--- src/hw/phase_track_pkg.sv ---
package phase_track_pkg;

  // Number of bins the phase store can hold
  localparam int BIN_COUNT = 256;

  // Cycles from the edge that issues a read address to the edge that shows its output
  localparam int PIPE_LATENCY = 4;

  // Target phase in whole steps of a 256-step turn
  typedef logic [7:0] target_t;

  // Stored phase with the integer part in the upper byte and the fraction in the lower
  typedef logic [15:0] phase_t;

  // Wrapped phase error or limited step
  typedef logic signed [15:0] phase_err_t;

  // Max step per frame in fraction units
  typedef logic [14:0] rate_t;

  // Bin index
  typedef logic [7:0] bin_addr_t;

  // Frame sequencer states
  typedef enum logic [1:0] {
    IDLE,
    PRIME,
    RUN,
    DRAIN
  } seq_state_t;

endpackage

--- src/hw/delay_line.sv ---
`timescale 1ns/1ps

module delay_line #(
  parameter int WIDTH  = 8,
  parameter int STAGES = 1
) (
  input  logic             CLK,
  input  logic             rst,
  input  logic [WIDTH-1:0] din,
  output logic [WIDTH-1:0] dout
);

  logic [WIDTH-1:0] pipe [STAGES];

  always_ff @(posedge CLK) begin
    if (rst) begin
      for (int i = 0; i < STAGES; i++) begin
        pipe[i] <= '0;
      end
    end else begin
      pipe[0] <= din;
      for (int i = 1; i < STAGES; i++) begin
        pipe[i] <= pipe[i-1];
      end
    end
  end

  // Last register of the chain
  assign dout = pipe[STAGES-1];

endmodule

--- src/hw/phase_memory.sv ---
`timescale 1ns/1ps

module phase_memory
  import phase_track_pkg::*;
(
  input  logic      CLK,
  input  bin_addr_t rd_addr,
  output phase_t    rd_data,
  input  logic      wr_en,
  input  bin_addr_t wr_addr,
  input  phase_t    wr_data
);

  // All bins start at phase zero
  phase_t mem [BIN_COUNT] = '{default: '0};

  always_ff @(posedge CLK) begin
    if (wr_en) begin
      mem[wr_addr] <= wr_data;
    end
  end

  // Registered read with the data one cycle after the address
  always_ff @(posedge CLK) begin
    rd_data <= mem[rd_addr];
  end

  // The sequencer spaces reads and write-backs so a bin is never read while it is written
  a_no_rw_collision : assert property (
    @(posedge CLK) wr_en |-> (wr_addr != rd_addr)
  ) else $error("phase_memory: write to bin %0d collides with read", wr_addr);

endmodule

--- src/hw/frame_sequencer.sv ---
`timescale 1ns/1ps

module frame_sequencer
  import phase_track_pkg::*;
#(
  parameter int DEPTH = 249
) (
  input  logic      CLK,
  input  logic      rst,
  input  logic      start,
  input  rate_t     max_step,
  output bin_addr_t rd_addr,
  output logic      rd_valid,
  output rate_t     rate,
  output logic      busy
);

  seq_state_t state;
  logic [8:0] tick;
  logic       addr_valid;

  always_ff @(posedge CLK) begin
    if (rst) begin
      state   <= IDLE;
      tick    <= '0;
      rd_addr <= '0;
      rate    <= '0;
    end else begin
      case (state)
        IDLE: begin
          if (start) begin
            state   <= PRIME;
            tick    <= '0;
            rd_addr <= '0;
            rate    <= max_step;
          end
        end
        PRIME: begin
          state <= RUN;
        end
        RUN: begin
          if (int'(tick) == DEPTH) begin
            state <= DRAIN;
          end
        end
        DRAIN: begin
          if (int'(tick) == DEPTH + PIPE_LATENCY) begin
            state <= IDLE;
          end
        end
        default: state <= IDLE;
      endcase

      // Address keeps walking through drain so it stays clear of the write-backs
      if (state != IDLE) begin
        tick    <= tick + 9'd1;
        rd_addr <= (int'(rd_addr) == DEPTH - 1) ? '0 : rd_addr + 8'd1;
      end
    end
  end

  assign addr_valid = (state == PRIME) || (state == RUN && int'(tick) < DEPTH);
  assign busy = (state != IDLE);

  // Valid follows the registered read of the memory
  delay_line #(
    .WIDTH (1),
    .STAGES(1)
  ) u_valid_dly (
    .CLK (CLK),
    .rst (rst),
    .din (addr_valid),
    .dout(rd_valid)
  );

  a_addr_in_range : assert property (
    @(posedge CLK) disable iff (rst) int'(rd_addr) < DEPTH
  ) else $error("frame_sequencer: bin address %0d out of range", rd_addr);

endmodule

--- src/hw/phase_error_stage.sv ---
`timescale 1ns/1ps

module phase_error_stage
  import phase_track_pkg::*;
(
  input  logic       CLK,
  input  logic       rst,
  input  logic       valid_in,
  input  target_t    target,
  input  phase_t     current,
  output phase_err_t err,
  output logic       valid_out
);

  phase_t diff;

  // Difference modulo one turn; read as signed it is the short way round
  assign diff = {target, 8'h00} - current;

  always_ff @(posedge CLK) begin
    err <= phase_err_t'(diff);
  end

  always_ff @(posedge CLK) begin
    if (rst) begin
      valid_out <= 1'b0;
    end else begin
      valid_out <= valid_in;
    end
  end

endmodule

--- src/hw/slew_limit_stage.sv ---
`timescale 1ns/1ps

module slew_limit_stage
  import phase_track_pkg::*;
(
  input  logic       CLK,
  input  logic       rst,
  input  logic       valid_in,
  input  phase_err_t err,
  input  rate_t      rate,
  output phase_err_t step,
  output logic       valid_out
);

  logic signed [16:0] err_x;
  logic signed [16:0] lim_p;
  logic signed [16:0] lim_n;
  logic signed [16:0] step_x;
  logic        [16:0] step_mag;

  // One extra bit so the negated limit never overflows
  assign err_x = {err[15], err};
  assign lim_p = {2'b00, rate};
  assign lim_n = -lim_p;

  always_ff @(posedge CLK) begin
    if (err_x > lim_p) begin
      step <= lim_p[15:0];
    end else if (err_x < lim_n) begin
      step <= lim_n[15:0];
    end else begin
      step <= err;
    end
  end

  always_ff @(posedge CLK) begin
    if (rst) begin
      valid_out <= 1'b0;
    end else begin
      valid_out <= valid_in;
    end
  end

  assign step_x   = {step[15], step};
  assign step_mag = step[15] ? 17'(-step_x) : 17'(step_x);

  // Rate only changes between frames, so it still holds the limit used for this step
  a_step_limited : assert property (
    @(posedge CLK) disable iff (rst) valid_out |-> (step_mag <= {2'b00, rate})
  ) else $error("slew_limit_stage: step %0d exceeds rate %0d", step, rate);

endmodule

--- src/hw/phase_accum_stage.sv ---
`timescale 1ns/1ps

module phase_accum_stage
  import phase_track_pkg::*;
(
  input  logic       CLK,
  input  logic       rst,
  input  logic       valid_in,
  input  phase_t     current,
  input  phase_err_t step,
  output phase_t     next_phase,
  output logic       valid_out
);

  // Sum wraps at one full turn
  always_ff @(posedge CLK) begin
    next_phase <= current + phase_t'(step);
  end

  always_ff @(posedge CLK) begin
    if (rst) begin
      valid_out <= 1'b0;
    end else begin
      valid_out <= valid_in;
    end
  end

endmodule

--- src/hw/phase_tracker_top.sv ---
`timescale 1ns/1ps

module phase_tracker_top
  import phase_track_pkg::*;
#(
  parameter int DEPTH = 249
) (
  input  logic    CLK,
  input  logic    rst,
  input  logic    start,
  input  target_t target,
  input  rate_t   max_step,
  output target_t phase_out,
  output logic    out_valid
);

  bin_addr_t  rd_addr;
  bin_addr_t  wr_addr;
  logic       rd_valid;
  rate_t      rate;
  logic       busy;
  phase_t     rd_data;
  phase_t     current_d;
  target_t    target_d;
  phase_err_t err;
  logic       err_valid;
  phase_err_t step;
  logic       step_valid;
  phase_t     next_phase;
  logic       sum_valid;

  frame_sequencer #(
    .DEPTH(DEPTH)
  ) u_seq (
    .CLK     (CLK),
    .rst     (rst),
    .start   (start),
    .max_step(max_step),
    .rd_addr (rd_addr),
    .rd_valid(rd_valid),
    .rate    (rate),
    .busy    (busy)
  );

  phase_memory u_mem (
    .CLK    (CLK),
    .rd_addr(rd_addr),
    .rd_data(rd_data),
    .wr_en  (sum_valid),
    .wr_addr(wr_addr),
    .wr_data(next_phase)
  );

  // Target lines up with the memory read data
  delay_line #(
    .WIDTH ($bits(target_t)),
    .STAGES(1)
  ) u_target_dly (
    .CLK (CLK),
    .rst (rst),
    .din (target),
    .dout(target_d)
  );

  // Stored phase skips the error and slew stages
  delay_line #(
    .WIDTH ($bits(phase_t)),
    .STAGES(PIPE_LATENCY - 2)
  ) u_phase_dly (
    .CLK (CLK),
    .rst (rst),
    .din (rd_data),
    .dout(current_d)
  );

  // Read address follows the bin to the write-back
  delay_line #(
    .WIDTH ($bits(bin_addr_t)),
    .STAGES(PIPE_LATENCY)
  ) u_addr_dly (
    .CLK (CLK),
    .rst (rst),
    .din (rd_addr),
    .dout(wr_addr)
  );

  phase_error_stage u_err (
    .CLK      (CLK),
    .rst      (rst),
    .valid_in (rd_valid),
    .target   (target_d),
    .current  (rd_data),
    .err      (err),
    .valid_out(err_valid)
  );

  slew_limit_stage u_slew (
    .CLK      (CLK),
    .rst      (rst),
    .valid_in (err_valid),
    .err      (err),
    .rate     (rate),
    .step     (step),
    .valid_out(step_valid)
  );

  phase_accum_stage u_accum (
    .CLK       (CLK),
    .rst       (rst),
    .valid_in  (step_valid),
    .current   (current_d),
    .step      (step),
    .next_phase(next_phase),
    .valid_out (sum_valid)
  );

  assign phase_out = next_phase[15:8];
  assign out_valid = sum_valid;

  // No output may appear once the frame and its drain are over
  a_valid_in_frame : assert property (
    @(posedge CLK) disable iff (rst) out_valid |-> busy
  ) else $error("phase_tracker_top: output valid outside a frame");

endmodule

--- config.mk ---
export PLATFORM = sky130hd
export DESIGN_NAME = phase_tracker_top
export DESIGN_NICKNAME = d
export VERILOG_FILES = /design/src/hw/phase_track_pkg.sv /design/src/hw/delay_line.sv /design/src/hw/phase_memory.sv /design/src/hw/frame_sequencer.sv /design/src/hw/phase_error_stage.sv /design/src/hw/slew_limit_stage.sv /design/src/hw/phase_accum_stage.sv /design/src/hw/phase_tracker_top.sv
export SDC_FILE = /design/constraint.sdc
export NUM_CORES = 2
export LEC_CHECK = 0
export ABC_CLOCK_PERIOD_IN_PS = 4800
export CORE_ASPECT_RATIO = 0.8
export CORE_UTILIZATION = 55
export CTS_CLUSTER_DIAMETER = 40
export DETAILED_ROUTE_END_ITERATION = 12
export DONT_BUFFER_PORTS = 1
export PLACE_DENSITY_LB_ADDON = 0.1
export SLEW_MARGIN = 25
export SYNTH_ARGS = -nofsm -noshare
export SYNTH_HDL_FRONTEND = slang
export SYNTH_HIERARCHICAL = 1
export SYNTH_MEMORY_MAX_BITS = 65536
export SYNTH_SLANG_ARGS = --single-unit
--- constraint.sdc ---
create_clock -name CLK -period 4.8 [get_ports CLK]
set_input_delay 0.96 -clock CLK [delete_from_list [all_inputs] [get_ports CLK]]
set_output_delay 0.96 -clock CLK [all_outputs]
set_load 0.005 [all_outputs]
==> metrics.sh <==
OUTCOME='completed'
POSTSYNTHREGISTERBITS=4270
CTS_TREE='yes'
FINALHOLDVIOLCOUNT=0
YS.WARNINGS.COUNT=6
MAX_STAGE_DELAY_NS=0.47
PRE_CTS_WS_NS=0.311
RR_ENDPOINT='u_slew/step[2]'
GRT_FIRST_PASS_WIRELENGTH_MM=630
P_SW_SHARE_PCT=27.6
SYNTHESIS.NETS=8265
POST_DRT_WL_PER_CELL_UM=33.9
HOLDCRITSTARTPOINT='rst'
SETUP_REPAIR_AFTER_GLOBAL_ROUTING_MISSED_ITS_MARGIN='no'
CLOCK_SKEW_NS=0.0618
DP_HPWL_MM=266
POWER_uW=108000
POST_DP_CELL_AREA_UM2=173000
WORST-ENDPOINT-ARRIVAL_NS=5.09
NUM_IO_PINS=35
FINAL-INSTANCE-COUNT-EXCL-FILL=13130
CTS_SINKS=4270
R2R_START='u_seq/rate[0]'
PLACEABLECOREAREA_UM2=301000
CP_CELL_SEQUENCE='inv_1, ha_1, or3b_1, or3_1, or3_4, xnor2_1, ha_1, nand4_1, nor3_1, a41oi_1, o2111ai_1, buf_4, nand2_1, buf_4, a311oi_1'
MAXSLEWVIOLCOUNT=0
TIMING.MAX_SLEW.REL_SLACK_PCT=15.3
LAYOUT_COMMONEST_CELL='sky130_fd_sc_hd__edfxtp_1'
GRT_START_MAX_NET_PINS=197
ROOT_CELL_OF_THE_CLOCK_TREE='sky130_fd_sc_hd__clkbuf_16'
TIMING.CRITICAL_PATH.TO_TYPE='flip-flop'
DETAIL_ROUTE.WIRELENGTH_MM=445
POWER_DENSITY_nW_PER_UM2=566
CP_DELAY_BY_FAMILY_TOP='simple AND/OR/NAND/NOR gates'
DRC=0
LONGEST_CLK_PATH_BUFS=4
CP_SLOWEST_CELL='sky130_fd_sc_hd__or3b_1'
OVERALL_GLOBAL_ROUTING_RESOURCE_USAGE_PCT=29.2
POST_SYNTH_INST_COUNT=8174
SEQPWRFRAC_PCT=44.4
POWER_LEAKAGE_uW=0.0595
FINAL_NETS=8781
FINALCRITICALPERIOD_NS=4.34
IO_BUFFERS=0
WORST_SKEW_PAIR.LATE_LATENCY_NS=0.93
GPL.FINAL_WEIGHTED_CONGESTION=0.884
FLOORPLAN.INITIALDENSITY_PCT=55.3
FIN_AREA_UM2=191000
DIE-WIDTH_UM=617
MAX-VDD-IR-DROP_V=0.000437
NETLIST_AREA_BEFORE_PLACEMENT_UM2=166000
WORST-R2R-CELL-COUNT=15
FIN_CRIT_SH_PCT=90.3
CP_DATA_REQUIRED_TIME_NS=5.56
POST_SYNTH_EDFFS=4096
SYNTH-SEQ-AREA-SHARE_PCT=76.0
DRT_PRE_ANTENNA_ITERS=6
LAYOUT-DRIVE-GT1-SHARE_PCT=26.2
FINAL_CELL_MIX='4096 x sky130_fd_sc_hd__edfxtp_1, 797 x sky130_fd_sc_hd__mux4_2, 572 x sky130_fd_sc_hd__mux2i_1'
WORST_SLEW_PIN_SLEW_NS=1.27
CELLINTERNALPOWER_uW=78200
STD_CELL_ROWS=180
YS_DOMINANT_REG_CELL='sky130_fd_sc_hd__edfxtp_1'
START_KIND='flip-flop'
POWER.SHARE.COMBINATIONAL_PCT=18.8
DIE_AREA_UM2=305000
FINAL.SETUP.TNS_NS=0
SYN_TO_FINAL_GROWTH_PCT=14.8
MIN_DELAY_PATH_DEPTH=1
AVGVIACOUNTPERCELL=6.59
HOLD-PATH-ENDPOINT='u_seq/u_valid_dly/pipe[0]'
TIMING.FINAL.WS_SETUP_NS=0.463
WORSTSETUPPATHTYPE='reg2reg'
NUMBER_OF_ANTENNA_VIOLATIONS_AT_THE_FIRST_CHECK_IN_GLOBAL_ROUTING=16
HTREEDEPTH=6
VIAS=86549
PLACED_CELLS=12167
VIA_COUNT_OF_THE_FIRST_GLOBAL_ROUTING_PASS=84115
FMAX_GHz=0.231
MAX_CAP_VIOLATIONS=0
FIRST_ITER_VIOLATIONS=11380
NETSW_uW=29900
POSTSYNTH.ASYNCRESETSHARE_PCT=0
TIMING.CRITICAL_PATH.BUF_INV=3
CLK_TRANSITION_REPORTED_PATHS_NS=0.06
DIEHEIGHT_UM=494
SYNTHESIS.AREA_PER_INSTANCE_UM2=20.4
CRIT_FANOUT=21
NUMCTSBUFFERS=522
RRSETUPSLACK_NS=0.46
CLKPWRFRAC_PCT=36.8
WORST_HOLD_PATH_TYPE='in2reg'
DETAIL-ROUTE-ANTENNA-NETS=0
FINAL_REPORT_SETUP_VIOLATION_COUNT=0
YOSYS.CELL_TYPES.COUNT=98
GRT.OVERFLOW.TOTAL=0
==> metal layers <==
metal	up-vias	global-route usage (%)	wire [um]
met4	10	7.27	11000
met5	-	0	80
met3	602	7.12	48500
met1	46051	44.5	187000
met2	4510	42.7	198000
li1	35376	-	-
==> worst max path at each step <==
stage / startpoint / to / slack (ns) / depth (start not counted)
after global routing: u_seq/rate[1] / u_slew/step[2] / 0.19 / 15
after global placement: u_seq/rate[1] / u_slew/step[2] / 0.35 / 14
after CTS: u_seq/rate[1] / u_slew/step[2] / 0.28 / 14
after floorplan: u_accum/next_phase[8] / phase_out[0] / 0.43 / 0
after detailed placement: u_seq/rate[1] / u_slew/step[2] / 0.31 / 14
final: u_seq/rate[0] / u_slew/step[2] / 0.46 / 15
==> cell usage after synthesis, types with 6 or more instances <==
master | n | share of area (%)
sky130_fd_sc_hd__a2111oi_0 | 14 | 0.074
sky130_fd_sc_hd__a211oi_1 | 29 | 0.13
sky130_fd_sc_hd__a21o_1 | 11 | 0.050
sky130_fd_sc_hd__a21oi_1 | 222 | 0.67
sky130_fd_sc_hd__a221oi_1 | 30 | 0.16
sky130_fd_sc_hd__a22o_1 | 32 | 0.17
sky130_fd_sc_hd__a22oi_1 | 44 | 0.20
sky130_fd_sc_hd__a31oi_1 | 10 | 0.038
sky130_fd_sc_hd__and3_1 | 22 | 0.083
sky130_fd_sc_hd__buf_1 | 28 | 0.063
sky130_fd_sc_hd__buf_2 | 88 | 0.26
sky130_fd_sc_hd__buf_4 | 49 | 0.22
sky130_fd_sc_hd__buf_6 | 79 | 0.53
sky130_fd_sc_hd__buf_8 | 11 | 0.099
sky130_fd_sc_hd__clkbuf_1 | 243 | 0.55
sky130_fd_sc_hd__dfxtp_1 | 174 | 2.1
sky130_fd_sc_hd__edfxtp_1 | 4096 | 74
sky130_fd_sc_hd__ha_1 | 64 | 0.48
sky130_fd_sc_hd__inv_1 | 43 | 0.097
sky130_fd_sc_hd__mux2_2 | 91 | 0.62
sky130_fd_sc_hd__mux2i_1 | 572 | 3.4
sky130_fd_sc_hd__mux4_2 | 797 | 11
sky130_fd_sc_hd__nand2_1 | 100 | 0.23
sky130_fd_sc_hd__nand2b_1 | 15 | 0.056
sky130_fd_sc_hd__nand3_1 | 52 | 0.16
sky130_fd_sc_hd__nand4_1 | 30 | 0.11
sky130_fd_sc_hd__nand4b_1 | 6 | 0.032
sky130_fd_sc_hd__nor2_1 | 339 | 0.76
sky130_fd_sc_hd__nor2b_1 | 89 | 0.33
sky130_fd_sc_hd__nor3_1 | 111 | 0.33
sky130_fd_sc_hd__nor4_1 | 34 | 0.13
sky130_fd_sc_hd__o21ai_0 | 47 | 0.14
sky130_fd_sc_hd__o221ai_1 | 256 | 1.3
sky130_fd_sc_hd__o22ai_1 | 148 | 0.56
sky130_fd_sc_hd__o31ai_1 | 19 | 0.086
sky130_fd_sc_hd__o32ai_1 | 20 | 0.11
sky130_fd_sc_hd__or3_1 | 8 | 0.030
sky130_fd_sc_hd__xnor2_1 | 24 | 0.13
sky130_fd_sc_hd__xor2_1 | 12 | 0.063
==> stage by stage <==
stage | util (%) | hold slack, ns
final | 63.5 | 0.118
after global routing | 63.5 | 0.0702
after CTS | 63.5 | 0.0632
after detailed placement | 57.6 | 0.424
after global placement | 57.6 | 0.416
after floorplan | - | 0.360
==> what timing repair did <==
| action | 4_1_cts | 5_1_grt |
|---|---|---|
| resized for setup | 0 | 1 |
| buffers inserted | 0 | 0 |
| setup endpoints to repair | 0 | 1 |
| hold buffers | 0 | 0 |
==> state kept, by name, summed over array words and instances, names as in the netlist, 2 cells and up <==
register and count:
u_mem/mem 4096, u_addr_dly/pipe 32, u_phase_dly/pipe 32, u_accum/next_phase 16, u_err/err 16, u_mem/rd_data 16
u_slew/step 16, u_seq/rate 15, u_seq/tick 9, u_seq/rd_addr 8, u_target_dly/pipe 8, u_seq/state 2
==> power by group through the flow <==
stage / Combinational, uW / Clock (uW) / Sequential, uW
after floorplan: 11800 / 0 / 51100
after global routing: 21600 / 41700 / 48100
after CTS: 20400 / 40200 / 48000
after detailed placement: 20400 / 0 / 48800
final: 20400 / 39700 / 48000
after global placement: 19800 / 0 / 48700
==> layout make-up <==
class                           instances  area, um2
Tap cell                             4004       5010
Clock inverter                        344       3790
Timing Repair Buffer                  496       4430
Fill cell                           20553     110000
Sequential cell                      4270     127000
Multi-Input combinational cell       3355      37300
Inverter                               45        183
Clock buffer                          596      13800
Antenna cell                           20       50.0
==> kinds of logic after synthesis <==
logic type,after synthesis,synth area share [%]
buffers and inverters,549,1.90
and+or+nand+nor,849,2.49
DFF,4270,76.0
adders and majority gates,65,0.493
xor gates and xnor gates,36,0.189
AOI/OAI and AO/OA,945,4.10
muxes,1460,14.8
Note: power is estimated with default switching activity, not from simulation.
